### src/rtl/idCfg.svh
`ifndef ID_CFG_SVH
`define ID_CFG_SVH

`define XLEN        32
`define REG_ADDR_W  5
`define LINK_OFFSET 32'd4           // return address is pc + 4
`define NOP_INST    32'h0000_0000

// major opcodes
`define OP_R        7'b0110011
`define OP_IMM      7'b0010011
`define OP_LOAD     7'b0000011
`define OP_JALR     7'b1100111
`define OP_STORE    7'b0100011
`define OP_BRANCH   7'b1100011
`define OP_JAL      7'b1101111
`define OP_LUI      7'b0110111
`define OP_AUIPC    7'b0010111

`define FUNCT7_ALT  7'b0100000      // sub / sra

// branch conditions
`define F3_BEQ      3'b000
`define F3_BNE      3'b001
`define F3_BLT      3'b100
`define F3_BGE      3'b101
`define F3_BLTU     3'b110
`define F3_BGEU     3'b111

`endif

### src/rtl/idPkg.sv
`include "idCfg.svh"

package idPkg;

    // data word or address
    typedef logic [`XLEN-1:0] word_t;

    // register index
    typedef logic [`REG_ADDR_W-1:0] regAddr_t;

    // {active, funct3}, zero means no access
    typedef logic [3:0] memCtl_t;

    typedef enum logic [3:0] {
        aluNop,
        aluAdd,
        aluSub,
        aluSll,
        aluSlt,
        aluSltu,
        aluXor,
        aluSrl,
        aluSra,
        aluOr,
        aluAnd
    } aluSel_t;

endpackage

### src/rtl/idExIf.sv
`timescale 1ns/1ps

interface idExIf;

    idPkg::aluSel_t  aluSel;
    idPkg::word_t    src1;
    idPkg::word_t    src2;
    idPkg::regAddr_t rd;
    logic            regWe;
    idPkg::memCtl_t  loadCtl;
    idPkg::memCtl_t  storeCtl;
    idPkg::word_t    storeData;
    logic            valid;         // low for nop or unknown opcode

    modport source (
        output aluSel, src1, src2, rd, regWe,
        output loadCtl, storeCtl, storeData, valid
    );

    modport sink (
        input aluSel, src1, src2, rd, regWe,
        input loadCtl, storeCtl, storeData, valid
    );

endinterface

### src/rtl/branchUnit.sv
`timescale 1ns/1ps
`include "idCfg.svh"

module branchUnit (
    input  idPkg::word_t    pc_i,
    input  idPkg::word_t    reg1Data_i,
    input  idPkg::word_t    reg2Data_i,
    input  idPkg::word_t    imm_i,
    input  idPkg::word_t    exMemWbData_i,
    input  idPkg::regAddr_t reg1Addr_i,
    input  idPkg::regAddr_t reg2Addr_i,
    input  idPkg::regAddr_t idExRd_i,
    input  idPkg::regAddr_t exMemRd_i,
    input  logic [2:0]      funct3_i,
    input  logic            idExRegWe_i,
    input  logic            exMemRegWe_i,
    input  logic            isBranch_i,
    input  logic            isJal_i,
    input  logic            isJalr_i,
    output logic            branch_o,
    output logic            stallReq_o,
    output idPkg::word_t    branchTarget_o
);

    idPkg::word_t rs1Val;
    idPkg::word_t rs2Val;
    idPkg::word_t jalrSum;
    logic         exMemHit;
    logic         rs1Hazard;
    logic         rs2Hazard;
    logic         cond;
    logic         taken;

    // EX/MEM result bypasses the register file read
    assign exMemHit = exMemRegWe_i && exMemRd_i != '0;
    assign rs1Val   = (exMemHit && exMemRd_i == reg1Addr_i) ? exMemWbData_i : reg1Data_i;
    assign rs2Val   = (exMemHit && exMemRd_i == reg2Addr_i) ? exMemWbData_i : reg2Data_i;

    // ID/EX result not computed yet
    assign rs1Hazard  = idExRegWe_i && idExRd_i != '0 && idExRd_i == reg1Addr_i;
    assign rs2Hazard  = idExRegWe_i && idExRd_i != '0 && idExRd_i == reg2Addr_i;
    assign stallReq_o = (isBranch_i && (rs1Hazard || rs2Hazard)) || (isJalr_i && rs1Hazard);

    always_comb begin
        case (funct3_i)
            `F3_BEQ:  cond = rs1Val == rs2Val;
            `F3_BNE:  cond = rs1Val != rs2Val;
            `F3_BLT:  cond = $signed(rs1Val) < $signed(rs2Val);
            `F3_BGE:  cond = $signed(rs1Val) >= $signed(rs2Val);
            `F3_BLTU: cond = rs1Val < rs2Val;
            `F3_BGEU: cond = rs1Val >= rs2Val;
            default:  cond = 1'b0; // reserved encodings
        endcase
    end

    assign taken    = !stallReq_o && ((isBranch_i && cond) || isJal_i || isJalr_i);
    assign branch_o = taken;
    assign jalrSum  = rs1Val + imm_i;

    always_comb begin
        if (!taken) begin
            branchTarget_o = '0;
        end else if (isJalr_i) begin
            branchTarget_o = {jalrSum[31:1], 1'b0}; // lsb cleared
        end else begin
            branchTarget_o = pc_i + imm_i;
        end
    end

endmodule

### src/rtl/idExReg.sv
`timescale 1ns/1ps

module idExReg (
    input  logic            clk,
    input  logic            reset_i,
    input  logic            stall_i,
    idExIf.sink             bundle,
    output idPkg::aluSel_t  aluSel_o,
    output idPkg::word_t    src1_o,
    output idPkg::word_t    src2_o,
    output idPkg::word_t    storeData_o,
    output idPkg::regAddr_t rd_o,
    output logic            regWe_o,
    output idPkg::memCtl_t  loadCtl_o,
    output idPkg::memCtl_t  storeCtl_o
);

    logic bubble;

    assign bubble = reset_i || stall_i || !bundle.valid;

    always_ff @(posedge clk) begin
        if (bubble) begin
            aluSel_o    <= idPkg::aluNop;
            src1_o      <= '0;
            src2_o      <= '0;
            storeData_o <= '0;
            rd_o        <= '0;
            regWe_o     <= 1'b0;
            loadCtl_o   <= '0;
            storeCtl_o  <= '0;
        end else begin
            aluSel_o    <= bundle.aluSel;
            src1_o      <= bundle.src1;
            src2_o      <= bundle.src2;
            storeData_o <= bundle.storeData;
            rd_o        <= bundle.rd;
            regWe_o     <= bundle.regWe;
            loadCtl_o   <= bundle.loadCtl;
            storeCtl_o  <= bundle.storeCtl;
        end
    end

endmodule

### src/rtl/idStage.sv
`timescale 1ns/1ps

module idStage (
    input  logic            clk,
    input  logic            reset_i,
    input  idPkg::word_t    pc_i,
    input  idPkg::word_t    inst_i,
    input  idPkg::word_t    reg1Data_i,
    input  idPkg::word_t    reg2Data_i,
    input  idPkg::regAddr_t idExRd_i,
    input  logic            idExRegWe_i,
    input  idPkg::regAddr_t exMemRd_i,
    input  logic            exMemRegWe_i,
    input  idPkg::word_t    exMemWbData_i,
    output idPkg::regAddr_t reg1Addr_o,
    output idPkg::regAddr_t reg2Addr_o,
    output logic            reg1Re_o,
    output logic            reg2Re_o,
    output logic            branch_o,
    output idPkg::word_t    branchTarget_o,
    output logic            stallReq_o,
    output idPkg::aluSel_t  aluSel_o,
    output idPkg::word_t    src1_o,
    output idPkg::word_t    src2_o,
    output idPkg::regAddr_t rd_o,
    output logic            regWe_o,
    output idPkg::memCtl_t  loadCtl_o,
    output idPkg::memCtl_t  storeCtl_o,
    output idPkg::word_t    storeData_o
);

    idPkg::word_t imm;
    logic         isBranch;
    logic         isJal;
    logic         isJalr;

    idExIf idEx ();

    immGen immGen_i (
        .inst_i (inst_i),
        .imm_o  (imm)
    );

    opDecode opDecode_i (
        .pc_i       (pc_i),
        .inst_i     (inst_i),
        .reg1Data_i (reg1Data_i),
        .reg2Data_i (reg2Data_i),
        .imm_i      (imm),
        .reg1Addr_o (reg1Addr_o),
        .reg2Addr_o (reg2Addr_o),
        .reg1Re_o   (reg1Re_o),
        .reg2Re_o   (reg2Re_o),
        .isBranch_o (isBranch),
        .isJal_o    (isJal),
        .isJalr_o   (isJalr),
        .bundle     (idEx.source)
    );

    branchUnit branchUnit_i (
        .pc_i           (pc_i),
        .reg1Data_i     (reg1Data_i),
        .reg2Data_i     (reg2Data_i),
        .imm_i          (imm),
        .exMemWbData_i  (exMemWbData_i),
        .reg1Addr_i     (reg1Addr_o),
        .reg2Addr_i     (reg2Addr_o),
        .idExRd_i       (idExRd_i),
        .exMemRd_i      (exMemRd_i),
        .funct3_i       (inst_i[14:12]),
        .idExRegWe_i    (idExRegWe_i),
        .exMemRegWe_i   (exMemRegWe_i),
        .isBranch_i     (isBranch),
        .isJal_i        (isJal),
        .isJalr_i       (isJalr),
        .branch_o       (branch_o),
        .stallReq_o     (stallReq_o),
        .branchTarget_o (branchTarget_o)
    );

    idExReg idExReg_i (
        .clk         (clk),
        .reset_i     (reset_i),
        .stall_i     (stallReq_o),
        .bundle      (idEx.sink),
        .aluSel_o    (aluSel_o),
        .src1_o      (src1_o),
        .src2_o      (src2_o),
        .storeData_o (storeData_o),
        .rd_o        (rd_o),
        .regWe_o     (regWe_o),
        .loadCtl_o   (loadCtl_o),
        .storeCtl_o  (storeCtl_o)
    );

endmodule

### src/rtl/immGen.sv
`timescale 1ns/1ps
`include "idCfg.svh"

module immGen (
    input  idPkg::word_t inst_i,
    output idPkg::word_t imm_o
);

    logic [6:0] opcode;

    assign opcode = inst_i[6:0];

    always_comb begin
        case (opcode)
            `OP_IMM,
            `OP_LOAD,
            `OP_JALR: begin // I format
                imm_o = {{20{inst_i[31]}}, inst_i[31:20]};
            end
            `OP_STORE: begin // S format
                imm_o = {{20{inst_i[31]}}, inst_i[31:25], inst_i[11:7]};
            end
            `OP_BRANCH: begin // B format, halfword aligned
                imm_o = {{20{inst_i[31]}}, inst_i[7], inst_i[30:25], inst_i[11:8], 1'b0};
            end
            `OP_LUI,
            `OP_AUIPC: begin
                imm_o = {inst_i[31:12], 12'b0};
            end
            `OP_JAL: begin // J format
                imm_o = {{12{inst_i[31]}}, inst_i[19:12], inst_i[20], inst_i[30:21], 1'b0};
            end
            default: begin
                imm_o = '0; // R-type and unknown
            end
        endcase
    end

endmodule

### src/rtl/opDecode.sv
`timescale 1ns/1ps
`include "idCfg.svh"

module opDecode (
    input  idPkg::word_t    pc_i,
    input  idPkg::word_t    inst_i,
    input  idPkg::word_t    reg1Data_i,
    input  idPkg::word_t    reg2Data_i,
    input  idPkg::word_t    imm_i,
    output idPkg::regAddr_t reg1Addr_o,
    output idPkg::regAddr_t reg2Addr_o,
    output logic            reg1Re_o,
    output logic            reg2Re_o,
    output logic            isBranch_o,
    output logic            isJal_o,
    output logic            isJalr_o,
    idExIf.source           bundle
);

    logic [6:0]      opcode;
    logic [2:0]      funct3;
    logic [6:0]      funct7;
    idPkg::regAddr_t rs1;
    idPkg::regAddr_t rs2;
    idPkg::regAddr_t rd;
    logic            altOp;
    idPkg::aluSel_t  aluFunc;

    assign opcode = inst_i[6:0];
    assign funct3 = inst_i[14:12];
    assign funct7 = inst_i[31:25];
    assign rs1    = inst_i[19:15];
    assign rs2    = inst_i[24:20];
    assign rd     = inst_i[11:7];
    assign altOp  = funct7 == `FUNCT7_ALT;

    // ALU function shared by R-type and I-arithmetic
    always_comb begin
        case (funct3)
            3'b000:  aluFunc = (opcode == `OP_R && altOp) ? idPkg::aluSub : idPkg::aluAdd;
            3'b001:  aluFunc = idPkg::aluSll;
            3'b010:  aluFunc = idPkg::aluSlt;
            3'b011:  aluFunc = idPkg::aluSltu;
            3'b100:  aluFunc = idPkg::aluXor;
            3'b101:  aluFunc = altOp ? idPkg::aluSra : idPkg::aluSrl; // srai carries funct7 too
            3'b110:  aluFunc = idPkg::aluOr;
            default: aluFunc = idPkg::aluAnd;
        endcase
    end

    always_comb begin
        reg1Addr_o       = '0;
        reg2Addr_o       = '0;
        reg1Re_o         = 1'b0;
        reg2Re_o         = 1'b0;
        isBranch_o       = 1'b0;
        isJal_o          = 1'b0;
        isJalr_o         = 1'b0;
        bundle.aluSel    = idPkg::aluNop;
        bundle.src1      = '0;
        bundle.src2      = '0;
        bundle.rd        = '0;
        bundle.regWe     = 1'b0;
        bundle.loadCtl   = '0;
        bundle.storeCtl  = '0;
        bundle.storeData = '0;
        bundle.valid     = inst_i != `NOP_INST;
        case (opcode)
            `OP_R, `OP_IMM, `OP_LOAD: begin
                reg1Addr_o    = rs1;
                reg1Re_o      = 1'b1;
                bundle.aluSel = aluFunc;
                bundle.src1   = reg1Data_i;
                bundle.src2   = imm_i;
                bundle.rd     = rd;
                bundle.regWe  = 1'b1;
                if (opcode == `OP_R) begin
                    reg2Addr_o  = rs2;
                    reg2Re_o    = 1'b1;
                    bundle.src2 = reg2Data_i;
                end
                if (opcode == `OP_LOAD) begin
                    bundle.aluSel  = idPkg::aluAdd; // address = rs1 + imm
                    bundle.loadCtl = {1'b1, funct3};
                end
            end
            `OP_STORE: begin
                reg1Addr_o       = rs1;
                reg2Addr_o       = rs2;
                reg1Re_o         = 1'b1;
                reg2Re_o         = 1'b1;
                bundle.aluSel    = idPkg::aluAdd;
                bundle.src1      = reg1Data_i;
                bundle.src2      = imm_i;
                bundle.storeCtl  = {1'b1, funct3};
                bundle.storeData = reg2Data_i;
            end
            `OP_BRANCH: begin // resolved here, nothing for EX
                reg1Addr_o = rs1;
                reg2Addr_o = rs2;
                reg1Re_o   = 1'b1;
                reg2Re_o   = 1'b1;
                isBranch_o = 1'b1;
            end
            `OP_JAL, `OP_JALR: begin
                isJal_o       = opcode == `OP_JAL;
                isJalr_o      = opcode == `OP_JALR;
                reg1Addr_o    = isJalr_o ? rs1 : '0;
                reg1Re_o      = isJalr_o;
                bundle.aluSel = idPkg::aluAdd; // link value pc + 4
                bundle.src1   = pc_i;
                bundle.src2   = `LINK_OFFSET;
                bundle.rd     = rd;
                bundle.regWe  = 1'b1;
            end
            `OP_LUI, `OP_AUIPC: begin
                bundle.aluSel = idPkg::aluAdd;
                bundle.src1   = (opcode == `OP_AUIPC) ? pc_i : '0;
                bundle.src2   = imm_i;
                bundle.rd     = rd;
                bundle.regWe  = 1'b1;
            end
            default: begin
                bundle.valid = 1'b0; // unknown opcode
            end
        endcase
    end

endmodule

### config.mk
export PLATFORM = sky130hd
export DESIGN_NAME = idStage
export DESIGN_NICKNAME = d
export VERILOG_FILES = /design/src/rtl/idPkg.sv /design/src/rtl/idExIf.sv /design/src/rtl/branchUnit.sv /design/src/rtl/idExReg.sv /design/src/rtl/idStage.sv /design/src/rtl/immGen.sv /design/src/rtl/opDecode.sv
export VERILOG_INCLUDE_DIRS = /design/src /design/src/rtl
export SDC_FILE = /design/constraint.sdc
export NUM_CORES = 1
export LEC_CHECK = 0
export BUFFER_PORTS_ARGS = -buffer_cell sky130_fd_sc_hd__buf_4
export CAP_MARGIN = 40
export CORE_MARGIN = 4
export CORE_UTILIZATION = 47
export DETAILED_ROUTE_END_ITERATION = 16
export PLACE_DENSITY = 0.81
export SLEW_MARGIN = 0
export SYNTH_ARGS = -nofsm -noshare
export SYNTH_HDL_FRONTEND = slang
export SYNTH_SLANG_ARGS = --single-unit
### constraint.sdc
create_clock -name clk -period 5.7 [get_ports clk]
set_input_delay 0.57 -clock clk [delete_from_list [all_inputs] [get_ports clk]]
set_output_delay 0.57 -clock clk [all_outputs]
set_load 0.01 [all_outputs]
After elaboration in Yosys (flattened, before gate mapping)
Cells that the tools add are included.

word-level totals
  input bits = 174
  register bits after elaboration = 114
  output and inout port bits = 160
  logic and storage cells = 110

cells by class
  multiplexer cells = 29
  bitwise operators = 4
  reduce and logical (&&, ||, !) cells = 38
  add/subtract/negate cells = 2
  equality and inequality tests = 23
  $lt $le $gt $ge = 4

operators by type and width
  operator            number
  $mux 32             6
  $pmux 32 s3         2
  $pmux 32 s5         1
  $add 32x32->32      2
  $ge 32x32->1        2
  $lt 32x32->1        2
  $eq 32x32->1        1
  $ne 32x32->1        1
  $reduce_bool 32->1  1
  $eq 7x6->1 const B  4
  $pmux 4 s7          1
  $eq 7x7->1 const B  3
  $eq 5x5->1          4
  $pmux 5 s2          2
  $mux 4              4
  $eq 7x5->1 const B  2
  $eq 3x3->1 const B  4
  $reduce_or 2->1     6
  $reduce_or 3->1     4
  $logic_and 1x1->1   11
  $mux 5              2
  $reduce_bool 5->1   2
  $reduce_or 5->1     2
  $reduce_or 9->1     1
  other kinds (14)    30

Longest topological paths before layout
  word-level depth = 13
  mapped depth = 22
  depth with buffers taken out = 19

By module
From an unflattened synthesis, not the netlist that was laid out.

unflattened totals
  cells, all modules = 1242
  area total of the unflattened synthesis = 11034.3 um^2

by module, submodules not included
  module      area an instance (um^2)  sequential area each (um^2)  cells an instance  times used
  branchUnit  5325.1                   0.0                          715                1
  idExReg     3860.0                   2282.2                       264                1
  opDecode    1302.5                   0.0                          184                1
  immGen      546.8                    0.0                          79                 1

Worst setup path before layout
OpenSTA, ideal clock, no wires.

  path kind = input to output
  start = in inst_i[3]
  end = out branchTarget_o[31]
  required time = 5.130 ns
  path buffers = 3
  stages = 19
  setup slack = -0.126 ns
  arrival time = 5.256 ns
  path through = nand3b_4 buf_2 nor3_1 clkbuf_1 a22oi_1 nor4_1 buf_2 mux2i_1 ha_1 nand3_1 or4_1 nor3_1 nor2_1 nor4_1 a221o_1 a21o_1 o211ai_1 or4_1 o211ai_1

on the way
  word-level cells in the longest chain between the ends = 13
  elaborated cells on any way between the ends = 53
  those cells by class = 2 x add/sub; 4 x order compare; 15 x eq/ne; 13 x mux; 19 x reduce/logical

ends and longest elaborated chain
  element                                                         line                                text
  from (decl)                                                     idStage.sv:7                        input idPkg::word_t inst_i,
  $eq 7x5->1, or another cell as far along                        immGen.sv:14, opDecode.sv:68
  $reduce_or 5->1 (no source line), or another cell as far along  n/a
  $pmux 5 s2                                                      opDecode.sv:68                      case (opcode)
  $eq 5x5->1 (on tied branches)                                   branchUnit.sv:36, branchUnit.sv:37
  $logic_and 1x1->1 (on tied branches)                            branchUnit.sv:36, branchUnit.sv:37
  $mux 32 (on tied branches)                                      branchUnit.sv:36, branchUnit.sv:37
  $ge 32x32->1, or another cell as far along                      branchUnit.sv:51                    `F3_BGEU: cond = rs1Val >= rs2Val;
  $pmux 1 s6                                                      branchUnit.sv:45                    case (funct3_i)
  $logic_and 1x1->1                                               branchUnit.sv:56                    assign taken = !stallReq_o && ((isBranch_i && cond) || isJal_i || isJalr_i);
  $logic_or 1x1->1 (2 in a row)                                   branchUnit.sv:56
  $logic_and 1x1->1                                               branchUnit.sv:56
  $mux 32 *                                                       branchUnit.sv:61                    if (!taken) begin
  to (decl)                                                       idStage.sv:20                       output idPkg::word_t branchTarget_o,

Every way passes the cells marked *; elsewhere a longest branch is shown, timed or not.

Final worst setup path
  start = in inst_i[2]
  end = out branchTarget_o[31]

The elaborated chain is that of the path after synthesis.

==> flow_metrics.tcl <==
set metrics [dict create \
    synth_top_cell_area_share 0.235 \
    wl_per_cell_um 23.4 \
    first_pass_iters 7 \
    synth-main-ff-cell "dfxtp_1" \
    cts_sinks 114 \
    whs_ps 369 \
    drtAntennaViolNets 0 \
    via_count 12300 \
    dieArea_um2 23000 \
    core_area_um2 20200 \
    synth.most_common_cell "nor2_1" \
    path_clk_slew_ps 60 \
    grt_max_degree 46 \
    cts.htree.levels 4 \
    cts_tree "done" \
    hold_class "in2reg" \
    grt_overflow_total 0 \
    muxShareOfSynthArea 0.0758 \
    crit_path_end_kind "output port" \
    place.gp.congestion 1.03 \
    status "finished with violations" \
    clockRootBuffer "clkbuf_16" \
    drv_cap 0 \
    syn_area_per_cell_um2 7.92 \
    synth_top_family_by_area "compound AO/OA/AOI/OAI gates" \
    synth-edff-count 0 \
    setup_ws_ps -282 \
    cp.required_ps 5130 \
    violations "negative setup slack" \
    dp_hpwl_mm 35.9 \
    n_antenna_cell 0 \
    leakage_nw 6.95 \
    worst_slew_pin_slew_ps 916 \
    ys_seq_area_frac 0.235 \
    syn_inst 1224 \
    crit_path_max_incr_delay_ps 570 \
    synth_compound_gate_area_share 0.244 \
    fill_cells 1522 \
    synth-warning-count 0 \
    seq_area_um2 2280 \
    p_switching_w 0.000763 \
    worstPathArrival_ps 5410 \
    crit_chain "buf_6 -> or2_4 -> a21o_1 -> o32a_1 -> a2111oi_4 -> buf_4 -> buf_6 -> buf_12 -> mux2_4 -> ha_4 -> nand3_4 -> or4_4 -> nor3_4 -> o31a_1 -> buf_4 -> buf_4 -> nor3_2 -> a32oi_1 -> a21o_1 -> o211ai_1 -> or4_1 -> o211ai_1 -> buf_4" \
    wl_mm 46.2 \
    clockPowerShare 0.427 \
    postSynth.asyncResetShare 0 \
    swShare 0.304 \
    internal-power_w 0.00174 \
    path_delay_family "simple AND/OR/NAND/NOR gates" \
    clock.fmax_ghz 0.167 \
    rsz0062_at_grt "true" \
    io_buffers 333 \
    syn_area_um2 9690 \
    ys_seq_elements 114 \
    start_kind "input port" \
    slew_headroom 0.384 \
    critPathSlowestCell "or4_4" \
    synth_nets 1493 \
    via_per_inst 6.20 \
    synth_cell_types 75 \
    fp.dieH_um 152 \
    peakVddDrop_mv 0.171 \
    max-clock-path-buffers 2 \
    critical_path_buf_inv_count 7 \
    power_frac_seq 0.318 \
    num_rows 52 \
    critPathKind "in2out" \
    drive_gt1_frac 0.380 \
    fin_setup_tns_ps -4590 \
    hold_viol 0 \
    grt_pass1_wl_mm 66.4 \
    cp_max_fo 5 \
    synth_common_cells "nor2_1 (147), dfxtp_1 (114), nand2_1 (94)" \
    die_w_um 152 \
    synthSimpleGateAreaFrac 0.235 \
    first_global_vias 11500 \
    period_share 1.05 \
    nNetsFinal 1966 \
    io_pins 334 \
    setup-violations-final 33 \
    numCtsBuffers 17 \
    initial_core_util 0.479 \
    synthXorXnorAreaFrac 0.0515 \
    multi_input_area_um2 7600 \
    drc_errors 0 \
    synthAdderAreaFrac 0.124 \
    p_comb_frac 0.255 \
    fin_crit_ps 5980 \
    antenna_found_initial 1 \
    worst_path_most_repeated_cell "buf_4" \
    drt-initial-drc-count 1452 \
    yosysTopAreaCell "dfxtp_1" \
    power_density_nw_per_um2 167 \
    drv_slew 0 \
    areaGrowthSynthToFinish_pct 54.4 \
    yosys-top-cells-area "dfxtp_1 (24%), ha_1 (12%), nor2_1 (5.7%)" \
    track_usage 0.377 \
]
==> sequential cells by signal, summed over array words and instances, names as in the netlist <==
signal and count:
idExReg_i.rd_o 5, idExReg_i.storeData_o 32, idExReg_i.loadCtl_o 4, idExReg_i.aluSel_o 4, idExReg_i.src1_o 32, idExReg_i.regWe_o 1
idExReg_i.src2_o 32, idExReg_i.storeCtl_o 4
==> through the flow <==
stage | area [µm²] | std cells | total power [W] | setup WS (ps) | util
after detailed placement | 13600 | 1926 | 0.00138 | -216 | 0.670
after global routing | 15000 | 1979 | 0.00258 | -387 | 0.740
after CTS | 14600 | 1971 | 0.00246 | -130 | 0.719
after global placement | 13500 | 1925 | 0.00137 | -137 | 0.669
after floorplan | 9700 | 1224 | 0.00109 | 35.2 | -
final | 15000 | 1979 | 0.00251 | -282 | 0.740
==> cell families after synthesis <==
family                   Yosys count
AND/OR/NAND/NOR                  456
AO/OA/AOI/OAI                    350
flip-flops                       114
adder cells (fa/ha/maj)           95
buffers and inverters             83
multiplexers                      69
XOR/XNOR                          57
==> final timing paths <==
| path | from | end | slack [ps] | depth (start not counted) |
|---|---|---|---|---|
| max | inst_i[2] | branchTarget_o[31] | -280 | 23 |
| min | inst_i[8] | idExReg_i.rd_o[1] | 370 | 2 |
==> power groups by stage <==
stage | combinational [W] | clock, W | sequential [W]
2_1_floorplan | 0.000274 | 0 | 0.000815
3_3_place_gp | 0.000551 | 0 | 0.000815
3_5_place_dp | 0.000560 | 0 | 0.000815
4_1_cts | 0.000592 | 0.00107 | 0.000798
5_1_grt | 0.000674 | 0.00111 | 0.000797
6_report | 0.000639 | 0.00107 | 0.000798
==> cells in the final DEF (no fill, tap or decap), drive strengths merged, types with 19 or more instances in the layout <==
master and instances:
a21o 44, a21oi 87, a22oi 65, a31oi 19, and2 56, buf 508
clkbuf 19, dfxtp 114, ha 93, inv 30, mux2 32, mux2i 37
nand2 94, nand3 24, nor2 147, nor3 30, o21ai 49, xnor2 37
xor2 20
==> routing by layer <==
layer,GRT usage,routed length [µm]
met4,0.162,2310
met5,0,20
met1,0.483,17600
met3,0.0860,5380
met2,0.611,20900
==> cell type report <==
class,instances,share of cell area
multi-input cells,1027,0.507
repair buffers,510,0.272
flip-flops and latches,114,0.152
clock buffers,17,0.0284
well taps,270,0.0226
clock inverters,14,0.0104
inverters,27,0.00694
==> what timing repair did <==
item / 4_1_cts / 5_1_grt
buffers inserted: 11 / 7
pin swaps: 11 / 21
endpoints found under the setup margin: 30 / 33
endpoints found under the hold margin: 0 / 0
hold buffers: 0 / 0
cloned: 3 / 1
gates resized for setup: 40 / 74
(Power assumes the default switching activity.)
